$ cat src/include/rd_rob_cfg.svh
// Sizing macros: buffer depth, beat data, mdata and address widths, lines per request
`ifndef RD_ROB_CFG_SVH
`define RD_ROB_CFG_SVH

// ==================================================
// Reorder buffer sizing
// ==================================================

// Number of buffer lines, which is also the credit count the accelerator starts with
// Must be a power of two so that index arithmetic wraps for free
`define RD_ROB_ENTRIES 32

// Upper bound on lines in one request, set by the two-bit length field
`define MAX_LINES_PER_REQ 4

// ==================================================
// Channel field widths
// ==================================================

// Bits in one response beat
`define LINE_DATA_WIDTH 64

// Bits in the accelerator's own request tag
`define MDATA_WIDTH 16

// Bits in a line address
`define LINE_ADDR_WIDTH 32

`endif
$ cat src/verilog/rd_rob_pkg.sv
// Shared types: index, tag, address, data and beat-number vectors, response-type enum
`include "rd_rob_cfg.svh"

package rd_rob_pkg;

    // ==================================================
    // Vector types
    // ==================================================

    // Index of one buffer line
    typedef logic [$clog2(`RD_ROB_ENTRIES)-1:0] t_rob_idx;

    // Tag the accelerator attaches to a request and expects back on every beat
    typedef logic [`MDATA_WIDTH-1:0] t_mdata;

    // Line address of a request
    typedef logic [`LINE_ADDR_WIDTH-1:0] t_line_addr;

    // Payload of one beat
    typedef logic [`LINE_DATA_WIDTH-1:0] t_line_data;

    // Beat number within a request
    // The request length field uses the same type and holds lines minus one
    typedef logic [1:0] t_cl_num;

    // ==================================================
    // Response type
    // ==================================================

    // Read beats go through the buffer, messages bypass it
    typedef enum logic {
        RSP_RDLINE = 1'b0,
        RSP_MSG    = 1'b1
    } t_rsp_type;

endpackage

$ cat src/verilog/rd_rob_top.sv
// Top level: accelerator and host ports around the read reorder shim
`timescale 1ns/10ps

module rd_rob_top
(
    input  logic                    clk,
    input  logic                    reset,

    // Accelerator side
    input  logic                    afu_req_valid,
    input  rd_rob_pkg::t_line_addr  afu_req_addr,
    input  rd_rob_pkg::t_cl_num     afu_req_cl_len,
    input  rd_rob_pkg::t_mdata      afu_req_mdata,
    output logic                    afu_credit_return,
    output logic                    afu_rsp_valid,
    output rd_rob_pkg::t_rsp_type   afu_rsp_type,
    output rd_rob_pkg::t_mdata      afu_rsp_mdata,
    output rd_rob_pkg::t_cl_num     afu_rsp_cl_num,
    output rd_rob_pkg::t_line_data  afu_rsp_data,

    // Host side
    output logic                    host_req_valid,
    output rd_rob_pkg::t_line_addr  host_req_addr,
    output rd_rob_pkg::t_cl_num     host_req_cl_len,
    output rd_rob_pkg::t_mdata      host_req_mdata,
    input  logic                    host_rsp_valid,
    input  rd_rob_pkg::t_rsp_type   host_rsp_type,
    input  rd_rob_pkg::t_mdata      host_rsp_mdata,
    input  rd_rob_pkg::t_cl_num     host_rsp_cl_num,
    input  rd_rob_pkg::t_line_data  host_rsp_data
);

    // All reordering and tagging happens inside the shim
    rd_rob_shim i_shim
    (
        .clk(clk),
        .reset(reset),
        .afu_req_valid(afu_req_valid),
        .afu_req_addr(afu_req_addr),
        .afu_req_cl_len(afu_req_cl_len),
        .afu_req_mdata(afu_req_mdata),
        .afu_credit_return(afu_credit_return),
        .host_req_valid(host_req_valid),
        .host_req_addr(host_req_addr),
        .host_req_cl_len(host_req_cl_len),
        .host_req_mdata(host_req_mdata),
        .host_rsp_valid(host_rsp_valid),
        .host_rsp_type(host_rsp_type),
        .host_rsp_mdata(host_rsp_mdata),
        .host_rsp_cl_num(host_rsp_cl_num),
        .host_rsp_data(host_rsp_data),
        .afu_rsp_valid(afu_rsp_valid),
        .afu_rsp_type(afu_rsp_type),
        .afu_rsp_mdata(afu_rsp_mdata),
        .afu_rsp_cl_num(afu_rsp_cl_num),
        .afu_rsp_data(afu_rsp_data)
    );

endmodule

$ cat src/verilog/rd_rob_shim.sv
// Read reorder shim: request tagging, response capture, ordered dequeue, message merge, credits
`timescale 1ns/10ps

module rd_rob_shim
(
    input  logic                    clk,
    input  logic                    reset,

    // Accelerator requests
    input  logic                    afu_req_valid,
    input  rd_rob_pkg::t_line_addr  afu_req_addr,
    input  rd_rob_pkg::t_cl_num     afu_req_cl_len,
    input  rd_rob_pkg::t_mdata      afu_req_mdata,
    output logic                    afu_credit_return,

    // Requests toward the host
    output logic                    host_req_valid,
    output rd_rob_pkg::t_line_addr  host_req_addr,
    output rd_rob_pkg::t_cl_num     host_req_cl_len,
    output rd_rob_pkg::t_mdata      host_req_mdata,

    // Responses from the host, in any order
    input  logic                    host_rsp_valid,
    input  rd_rob_pkg::t_rsp_type   host_rsp_type,
    input  rd_rob_pkg::t_mdata      host_rsp_mdata,
    input  rd_rob_pkg::t_cl_num     host_rsp_cl_num,
    input  rd_rob_pkg::t_line_data  host_rsp_data,

    // Responses toward the accelerator, in request order
    output logic                    afu_rsp_valid,
    output rd_rob_pkg::t_rsp_type   afu_rsp_type,
    output rd_rob_pkg::t_mdata      afu_rsp_mdata,
    output rd_rob_pkg::t_cl_num     afu_rsp_cl_num,
    output rd_rob_pkg::t_line_data  afu_rsp_data
);
    import rd_rob_pkg::*;

    logic [2:0] alloc_n;
    t_rob_idx alloc_idx;
    logic enq_en;
    t_rob_idx enq_idx;
    t_line_data enq_data;
    logic deq_en;
    logic not_empty;
    t_line_data first_data;
    t_cl_num first_len;
    t_mdata first_mdata;

    // ==================================================
    // Request tagging
    // ==================================================

    // A request of cl_len+1 lines takes that many consecutive entries
    assign alloc_n = afu_req_valid ? {1'b0, afu_req_cl_len} + 3'd1 : 3'd0;

    // Requests go straight out, the host sees the base index as its tag
    // The accelerator's own tag waits in the metadata array
    assign host_req_valid = afu_req_valid;
    assign host_req_addr = afu_req_addr;
    assign host_req_cl_len = afu_req_cl_len;
    assign host_req_mdata = t_mdata'(alloc_idx);

    rd_rob i_rob
    (
        .clk(clk),
        .reset(reset),
        .alloc_n(alloc_n),
        .alloc_meta_len(afu_req_cl_len),
        .alloc_meta_mdata(afu_req_mdata),
        .alloc_idx(alloc_idx),
        .enq_en(enq_en),
        .enq_idx(enq_idx),
        .enq_data(enq_data),
        .deq_en(deq_en),
        .not_empty(not_empty),
        .first_data(first_data),
        .first_len(first_len),
        .first_mdata(first_mdata)
    );

    // ==================================================
    // Response capture
    // ==================================================

    logic rsp_rd_q;
    logic rsp_msg_q;
    logic msg_qq;
    t_mdata rsp_mdata_q;
    t_cl_num rsp_cl_num_q;
    t_line_data rsp_data_q;
    t_mdata msg_mdata_qq;
    t_cl_num msg_cl_num_qq;
    t_line_data msg_data_qq;

    always_ff @(posedge clk)
    begin
        if (reset)
        begin
            rsp_rd_q <= 1'b0;
            rsp_msg_q <= 1'b0;
            msg_qq <= 1'b0;
        end
        else
        begin
            rsp_rd_q <= host_rsp_valid && (host_rsp_type == RSP_RDLINE);
            rsp_msg_q <= host_rsp_valid && (host_rsp_type == RSP_MSG);
            msg_qq <= rsp_msg_q;
        end
    end

    // Payload stages; a read beat's slot is its base index plus its beat number
    always_ff @(posedge clk)
    begin
        enq_idx <= t_rob_idx'(host_rsp_mdata) + t_rob_idx'(host_rsp_cl_num);
        rsp_mdata_q <= host_rsp_mdata;
        rsp_cl_num_q <= host_rsp_cl_num;
        rsp_data_q <= host_rsp_data;
        msg_mdata_qq <= rsp_mdata_q;
        msg_cl_num_qq <= rsp_cl_num_q;
        msg_data_qq <= rsp_data_q;
    end

    assign enq_en = rsp_rd_q;
    assign enq_data = rsp_data_q;

    // ==================================================
    // In-order dequeue
    // ==================================================

    logic deq_q;
    logic rd_rdy;

    // A message arriving now owns the output slot two cycles later,
    // so the buffer holds back for exactly that cycle
    assign deq_en = not_empty && !(host_rsp_valid && (host_rsp_type == RSP_MSG));

    // Buffer output is valid two cycles after the dequeue
    always_ff @(posedge clk)
    begin
        if (reset)
        begin
            deq_q <= 1'b0;
            rd_rdy <= 1'b0;
        end
        else
        begin
            deq_q <= deq_en;
            rd_rdy <= deq_q;
        end
    end

    // ==================================================
    // Packet metadata recovery
    // ==================================================

    logic rd_sop;
    logic rd_eop;
    t_cl_num rd_cl_num;
    t_cl_num rd_len;
    t_mdata rd_mdata;
    t_cl_num sop_len;
    t_mdata sop_mdata;

    // Only the base entry holds valid metadata, later beats reuse the latched copy
    always_comb
    begin
        if (rd_sop)
        begin
            rd_len = first_len;
            rd_mdata = first_mdata;
        end
        else
        begin
            rd_len = sop_len;
            rd_mdata = sop_mdata;
        end
    end

    assign rd_eop = (rd_cl_num == rd_len);

    // The beat counter restarts after each last beat, and a new packet follows
    always_ff @(posedge clk)
    begin
        if (reset)
        begin
            rd_sop <= 1'b1;
            rd_cl_num <= '0;
        end
        else if (rd_rdy)
        begin
            rd_sop <= rd_eop;
            rd_cl_num <= rd_eop ? t_cl_num'(0) : rd_cl_num + t_cl_num'(1);
        end
    end

    always_ff @(posedge clk)
    begin
        if (rd_rdy && rd_sop)
        begin
            sop_len <= first_len;
            sop_mdata <= first_mdata;
        end
    end

    // ==================================================
    // Output merge and credit return
    // ==================================================

    // Dequeue suppression keeps both sources from ever sharing a cycle
    always_comb
    begin
        if (rd_rdy)
        begin
            afu_rsp_type = RSP_RDLINE;
            afu_rsp_mdata = rd_mdata;
            afu_rsp_cl_num = rd_cl_num;
            afu_rsp_data = first_data;
        end
        else
        begin
            afu_rsp_type = RSP_MSG;
            afu_rsp_mdata = msg_mdata_qq;
            afu_rsp_cl_num = msg_cl_num_qq;
            afu_rsp_data = msg_data_qq;
        end
    end

    assign afu_rsp_valid = rd_rdy || msg_qq;

    // Each delivered read beat frees one line, so one credit goes back
    assign afu_credit_return = rd_rdy;

endmodule

$ cat src/verilog/rd_rob.sv
// Reorder buffer: tail and head pointers, per-entry arrival bits, data and metadata arrays
`timescale 1ns/10ps
`include "rd_rob_cfg.svh"

module rd_rob
(
    input  logic                    clk,
    input  logic                    reset,

    // Allocation of one to four consecutive lines for a new request
    input  logic [2:0]              alloc_n,
    input  rd_rob_pkg::t_cl_num     alloc_meta_len,
    input  rd_rob_pkg::t_mdata      alloc_meta_mdata,
    output rd_rob_pkg::t_rob_idx    alloc_idx,

    // Arrival of one beat from the host
    input  logic                    enq_en,
    input  rd_rob_pkg::t_rob_idx    enq_idx,
    input  rd_rob_pkg::t_line_data  enq_data,

    // In-order removal at the head
    input  logic                    deq_en,
    output logic                    not_empty,

    // Head entry contents, two cycles after deq_en
    output rd_rob_pkg::t_line_data  first_data,
    output rd_rob_pkg::t_cl_num     first_len,
    output rd_rob_pkg::t_mdata      first_mdata
);
    import rd_rob_pkg::*;

    localparam int N_META_BITS = $bits(t_cl_num) + $bits(t_mdata);
    localparam int CNT_W = $clog2(`RD_ROB_ENTRIES) + 1;

    // Occupancy counter, wide enough to hold a completely full buffer
    typedef logic [CNT_W-1:0] t_count;

    // ==================================================
    // Pointers and arrival bits
    // ==================================================

    t_rob_idx tail;
    t_rob_idx head;
    t_count n_used;

    // One bit per line, set when its beat has been written
    logic [`RD_ROB_ENTRIES-1:0] arrived;

    // A new request always starts at the current tail
    assign alloc_idx = tail;

    // The head may leave only once its own beat is present
    assign not_empty = arrived[head];

    always_ff @(posedge clk)
    begin
        if (reset)
        begin
            tail <= '0;
            head <= '0;
            n_used <= '0;
            arrived <= '0;
        end
        else
        begin
            // Zero lines requested leaves the tail where it is
            tail <= tail + t_rob_idx'(alloc_n);
            n_used <= n_used + t_count'(alloc_n) - t_count'(deq_en);

            if (enq_en)
            begin
                arrived[enq_idx] <= 1'b1;
            end

            // The head entry is never the enqueue target in the same cycle
            if (deq_en)
            begin
                arrived[head] <= 1'b0;
                head <= head + t_rob_idx'(1);
            end
        end
    end

    // ==================================================
    // Storage arrays
    // ==================================================

    // Beat data, written at base plus beat number
    rob_ram
    #(
        .N_DATA_BITS($bits(t_line_data))
    )
    i_data_ram
    (
        .clk(clk),
        .wr_en(enq_en),
        .wr_idx(enq_idx),
        .wr_data(enq_data),
        .rd_en(deq_en),
        .rd_idx(head),
        .rd_data(first_data)
    );

    // Length and tag, written only at the base entry of a request
    // Reads at later entries return stale words, the shim ignores them
    rob_ram
    #(
        .N_DATA_BITS(N_META_BITS)
    )
    i_meta_ram
    (
        .clk(clk),
        .wr_en(alloc_n != 3'd0),
        .wr_idx(tail),
        .wr_data({alloc_meta_len, alloc_meta_mdata}),
        .rd_en(deq_en),
        .rd_idx(head),
        .rd_data({first_len, first_mdata})
    );

    // ==================================================
    // Checks
    // ==================================================

    // Credits held by the accelerator must keep every request within the free lines
    a_alloc_space: assert property (@(posedge clk) disable iff (reset)
        (t_count'(alloc_n) <= t_count'(`RD_ROB_ENTRIES) - n_used) &&
        (alloc_n <= 3'(`MAX_LINES_PER_REQ)))
        else $error("rd_rob: allocation of %0d lines overruns free space", alloc_n);

    // A host beat may land only once per allocation of its line
    a_enq_fresh: assert property (@(posedge clk) disable iff (reset)
        enq_en |-> !arrived[enq_idx])
        else $error("rd_rob: beat written twice at index %0d", enq_idx);

    // The shim must only dequeue an entry whose beat has arrived
    a_deq_ready: assert property (@(posedge clk) disable iff (reset)
        deq_en |-> not_empty)
        else $error("rd_rob: dequeue while head entry is missing");

endmodule

$ cat src/verilog/rob_ram.sv
// Simple dual-port storage array with a registered address and a registered read output
`timescale 1ns/10ps
`include "rd_rob_cfg.svh"

module rob_ram
#(
    parameter int N_DATA_BITS = 64
)
(
    input  logic                    clk,

    // Write port
    input  logic                    wr_en,
    input  rd_rob_pkg::t_rob_idx    wr_idx,
    input  logic [N_DATA_BITS-1:0]  wr_data,

    // Read port, data appears two cycles after rd_en
    input  logic                    rd_en,
    input  rd_rob_pkg::t_rob_idx    rd_idx,
    output logic [N_DATA_BITS-1:0]  rd_data
);
    import rd_rob_pkg::*;

    // One word per buffer line
    logic [N_DATA_BITS-1:0] mem [`RD_ROB_ENTRIES];

    // Read address captured in the first cycle of a read
    t_rob_idx rd_idx_q;

    always_ff @(posedge clk)
    begin
        if (wr_en)
        begin
            mem[wr_idx] <= wr_data;
        end
    end

    // First read stage holds the address until the array is looked up
    always_ff @(posedge clk)
    begin
        if (rd_en)
        begin
            rd_idx_q <= rd_idx;
        end
    end

    // Second read stage registers the array output
    // It loads every cycle and so holds the last read word between reads
    always_ff @(posedge clk)
    begin
        rd_data <= mem[rd_idx_q];
    end

endmodule

$ cat config.mk
export PLATFORM = sky130hd
export DESIGN_NAME = rd_rob_top
export DESIGN_NICKNAME = d
export VERILOG_FILES = /design/src/verilog/rd_rob_pkg.sv /design/src/verilog/rd_rob_top.sv /design/src/verilog/rd_rob_shim.sv /design/src/verilog/rd_rob.sv /design/src/verilog/rob_ram.sv
export VERILOG_INCLUDE_DIRS = /design/src /design/src/include
export SDC_FILE = /design/constraint.sdc
export NUM_CORES = 2
export LEC_CHECK = 0
export ABC_AREA = 1
export BUFFER_PORTS_ARGS = -buffer_cell sky130_fd_sc_hd__buf_2
export CAP_MARGIN = 20
export CORE_AREA = 2 2 595 449
export DETAILED_ROUTE_END_ITERATION = 10
export DIE_AREA = 0 0 597 451
export PLACE_DENSITY_LB_ADDON = 0.12
export SLEW_MARGIN = 15
export SYNTH_ARGS = -nofsm -noshare
export SYNTH_HDL_FRONTEND = slang
export SYNTH_HIERARCHICAL = 1
export SYNTH_SLANG_ARGS = --single-unit
export TNS_END_PERCENT = 100
$ cat constraint.sdc
create_clock -name clk -period 10.1 [get_ports clk]
set_input_delay 2.02 -clock clk [delete_from_list [all_inputs] [get_ports clk]]
set_output_delay 2.02 -clock clk [all_outputs]
set_load 0.01 [all_outputs]
==> results.sh <==
export IMPL_outcome="complete, no violations"
export IMPL_ant_nets=0
export IMPL_synth_avg_cell_area_um2=11.87
export IMPL_synth_edf_count=2652
export IMPL_grt_pass1_wl_mm=487.1
export IMPL_crit_start="i_shim/afu_credit_return$_SDFF_PP0_"
export IMPL_critical_path_cell_chain="buf_4 -> nand2_1 -> nand2_1 -> buf_2"
export IMPL_peakVddDrop_v=0.0001350
export IMPL_final_core_util_pct=48.86
export IMPL_dr_pass1_iters=8
export IMPL_place_congestion=0.8287
export IMPL_die_y_um=451
export IMPL_htree_levels=5
export IMPL_crit_path_end_kind="output pin"
export IMPL_crit_type="reg -> out"
export IMPL_worst_pin_slew_ns=1.233
export IMPL_critPathSlowestCell="dfxtp_4"
export IMPL_clock_fmax_ghz=0.1838
export IMPL_post_drt_wl_per_cell_um=25.01
export IMPL_async_reset_ff_share_pct=0
export IMPL_drive_gt1_share_pct=8.837
export IMPL_rows=164
export IMPL_postCtsSetupBuffers=0
export IMPL_antenna_found_initial=15
export IMPL_maxSlewViolCount=0
export IMPL_cp_depth=4
export IMPL_dp_hpwl_mm=167.8
export IMPL_clockBufferDepth=4
export IMPL_first_iter_violations=8703
export IMPL_die_area_um2=269200
export IMPL_timing_final_crit_share_pct=53.88
export IMPL_ys_ff_latch=2953
export IMPL_setup_violations_final=0
export IMPL_fin_tns_setup_ns=0
export IMPL_syn_inst=9713
export IMPL_final_min_clock_period_ns=5.442
export IMPL_crit_end="afu_rsp_data[53]"
export IMPL_initial_utilization_pct=43.62
export IMPL_grt_start_max_net_pins=232
export IMPL_finalNetCount=9906
export IMPL_cts_repair_resized=0
export IMPL_cts_tree="built"
export IMPL_hold_path_class="reg -> reg"
export IMPL_rr_startpoint="i_shim/enq_idx[0]$_DFF_P_"
export IMPL_num_vias=74410
export IMPL_post_drt_via_cell_ratio=5.513
export IMPL_yosys_warnings=6
export IMPL_design_core_area_um2=264300
export IMPL_cts_root_buf="clkbuf_16"
export IMPL_clk_latency_ns=0.86
export IMPL_port_buffers=197
export IMPL_critPathLaunchType="flop"
export IMPL_numClockSinks=2953
export IMPL_hold_viol=0
export IMPL_required_ns=8.08
export IMPL_hold_buffers=0
export IMPL_slowest_delay_ns=0.97
export IMPL_rsz0062_at_grt="no"
export IMPL_max_cap_viol_count=0
export IMPL_r2r_slack_ns=5.75
export IMPL_grt_pass1_vias=70010
export IMPL_mostFrequentLayoutCell="nand2_1"
export IMPL_cts_clk_slew_worst_paths_ns=0.06
export IMPL_drc=0
export IMPL_cts_buffers=304
export IMPL_synth_ff_type="edfxtp_1"
export IMPL_cp_max_fo=46
export IMPL_grt_ovfl_total=0
export IMPL_leakagePower_uw=0.04676
export IMPL_yosysUniqueCellTypes=34
export IMPL_p_per_area_nw_per_um2=196.5
export IMPL_die_x_um=597
export IMPL_flow_area_growth_from_synthesis_pct=12.00
export IMPL_grtUsageTotal_pct=24.59
export IMPL_critPathArrivalTime_ns=3.42
export IMPL_layout_common_cells="nand2_1 (3,488), edfxtp_1 (2,652), nand3_1 (2,263)"
export IMPL_r2r_end="i_shim/i_rob/i_data_ram/mem[25][17]$_DFFE_PP_"
export IMPL_ff2ff_path_depth=4
export IMPL_synth_cell_area_um2=115300
export IMPL_crit_top_cell="nand2_1"
export IMPL_routed_wl_mm=337.6
export IMPL_relSlewSlack_pct=17.83
export IMPL_pin_count=273
export IMPL_path_delay_family="buffers and inverters"
export IMPL_skew_ns=0.04532
export IMPL_yosysSeqAreaShare_pct=74.30
export IMPL_crit_buf_inv=2
[state kept, by name, indices dropped and copies added, names as in the netlist, 16 cells and up]
signal	count
i_shim/enq_data	64
i_shim/i_rob/i_data_ram/mem	2048
i_shim/i_rob/i_meta_ram/mem	576
i_shim/i_rob/i_data_ram/rd_data	64
i_shim/i_rob/arrived	32
i_shim/sop_mdata	16
i_shim/rsp_mdata_q	16
i_shim/msg_data_qq	64
i_shim/msg_mdata_qq	16
i_shim/i_rob/i_meta_ram/rd_data	18
[cell usage after synthesis (40+ instances only)]
cell      instances  share of area, %
nand2_1        3488                11
edfxtp_1       2652                69
nand3_1        2263               9.8
buf_2           334               1.4
dfxtp_1         301               5.2
nor2_1          129              0.42
buf_4           106              0.69
clkbuf_1        103              0.34
inv_1            82              0.27
o21ai_0          67              0.29
buf_1            64              0.21
a21oi_1          40              0.17
[how the worst min path moves through the flow]
stage                                               from                         endpoint  slack, ns  cells after the start
after floorplan           i_shim/rsp_cl_num_q[0]$_DFF_P_  i_shim/msg_cl_num_qq[0]$_DFF_P_       0.31                      0
after global placement     i_shim/rsp_mdata_q[7]$_DFF_P_   i_shim/msg_mdata_qq[7]$_DFF_P_       0.31                      0
after detailed placement  i_shim/rsp_mdata_q[13]$_DFF_P_  i_shim/msg_mdata_qq[13]$_DFF_P_       0.31                      0
after CTS                 i_shim/rsp_cl_num_q[1]$_DFF_P_  i_shim/msg_cl_num_qq[1]$_DFF_P_       0.33                      0
after global routing       i_shim/rsp_mdata_q[8]$_DFF_P_   i_shim/msg_mdata_qq[8]$_DFF_P_       0.33                      0
final                      i_shim/rsp_mdata_q[8]$_DFF_P_   i_shim/msg_mdata_qq[8]$_DFF_P_       0.32                      0
[through the flow]
| step | worst slack, ns | std cells | total power [µW] | instance area [µm²] | hold slack [ns] |
|---|---|---|---|---|---|
| floorplan | 5.941 | 9723 | 14140 | 115300 | 0.3096 |
| global placement | 4.673 | 12900 | 14480 | 118800 | 0.3104 |
| detailed placement | 4.683 | 12910 | 14490 | 118800 | 0.3132 |
| CTS | 4.606 | 13460 | 25590 | 128600 | 0.3268 |
| global route | 4.519 | 13500 | 26120 | 129100 | 0.3336 |
| finish | 4.658 | 13500 | 25380 | 129100 | 0.3223 |
[report_power, final]
part / switching [µW] / internal, µW
sequential: 122 / 13400
clock: 4680 / 6450
combinational: 521 / 167
[kinds of logic after synthesis]
group / after synthesis / synth area share, %
simple gates: 5904 / 21.77
flops: 2953 / 74.30
buf+inv: 728 / 3.265
compound gates: 110 / 0.4818
fa+ha+maj: 12 / 0.1433
xor+xnor: 5 / 0.03799
other cells: 1 / 0.003253
[routing by layer]
metal  share of wire (%)  up-vias  GRT usage, %
li1                    -    33980             -
met1                  45    36850         37.16
met2                  44     3043         36.48
met3                 8.3      526         4.210
met4                 2.6        8         6.851
met5               0.017        -             0
[area by class of cell]
cell class | instances | area [µm²]
diodes | 7 | 17.52
flip-flops and latches | 2953 | 85680
clock inverters | 125 | 1207
clock buffers | 427 | 8543
repair buffers | 362 | 2686
multi-input cells | 6042 | 26230
well taps | 3486 | 4362
inverters | 94 | 409.1
fillers | 23420 | 135200
Note: power is estimated with default switching activity, not from simulation.
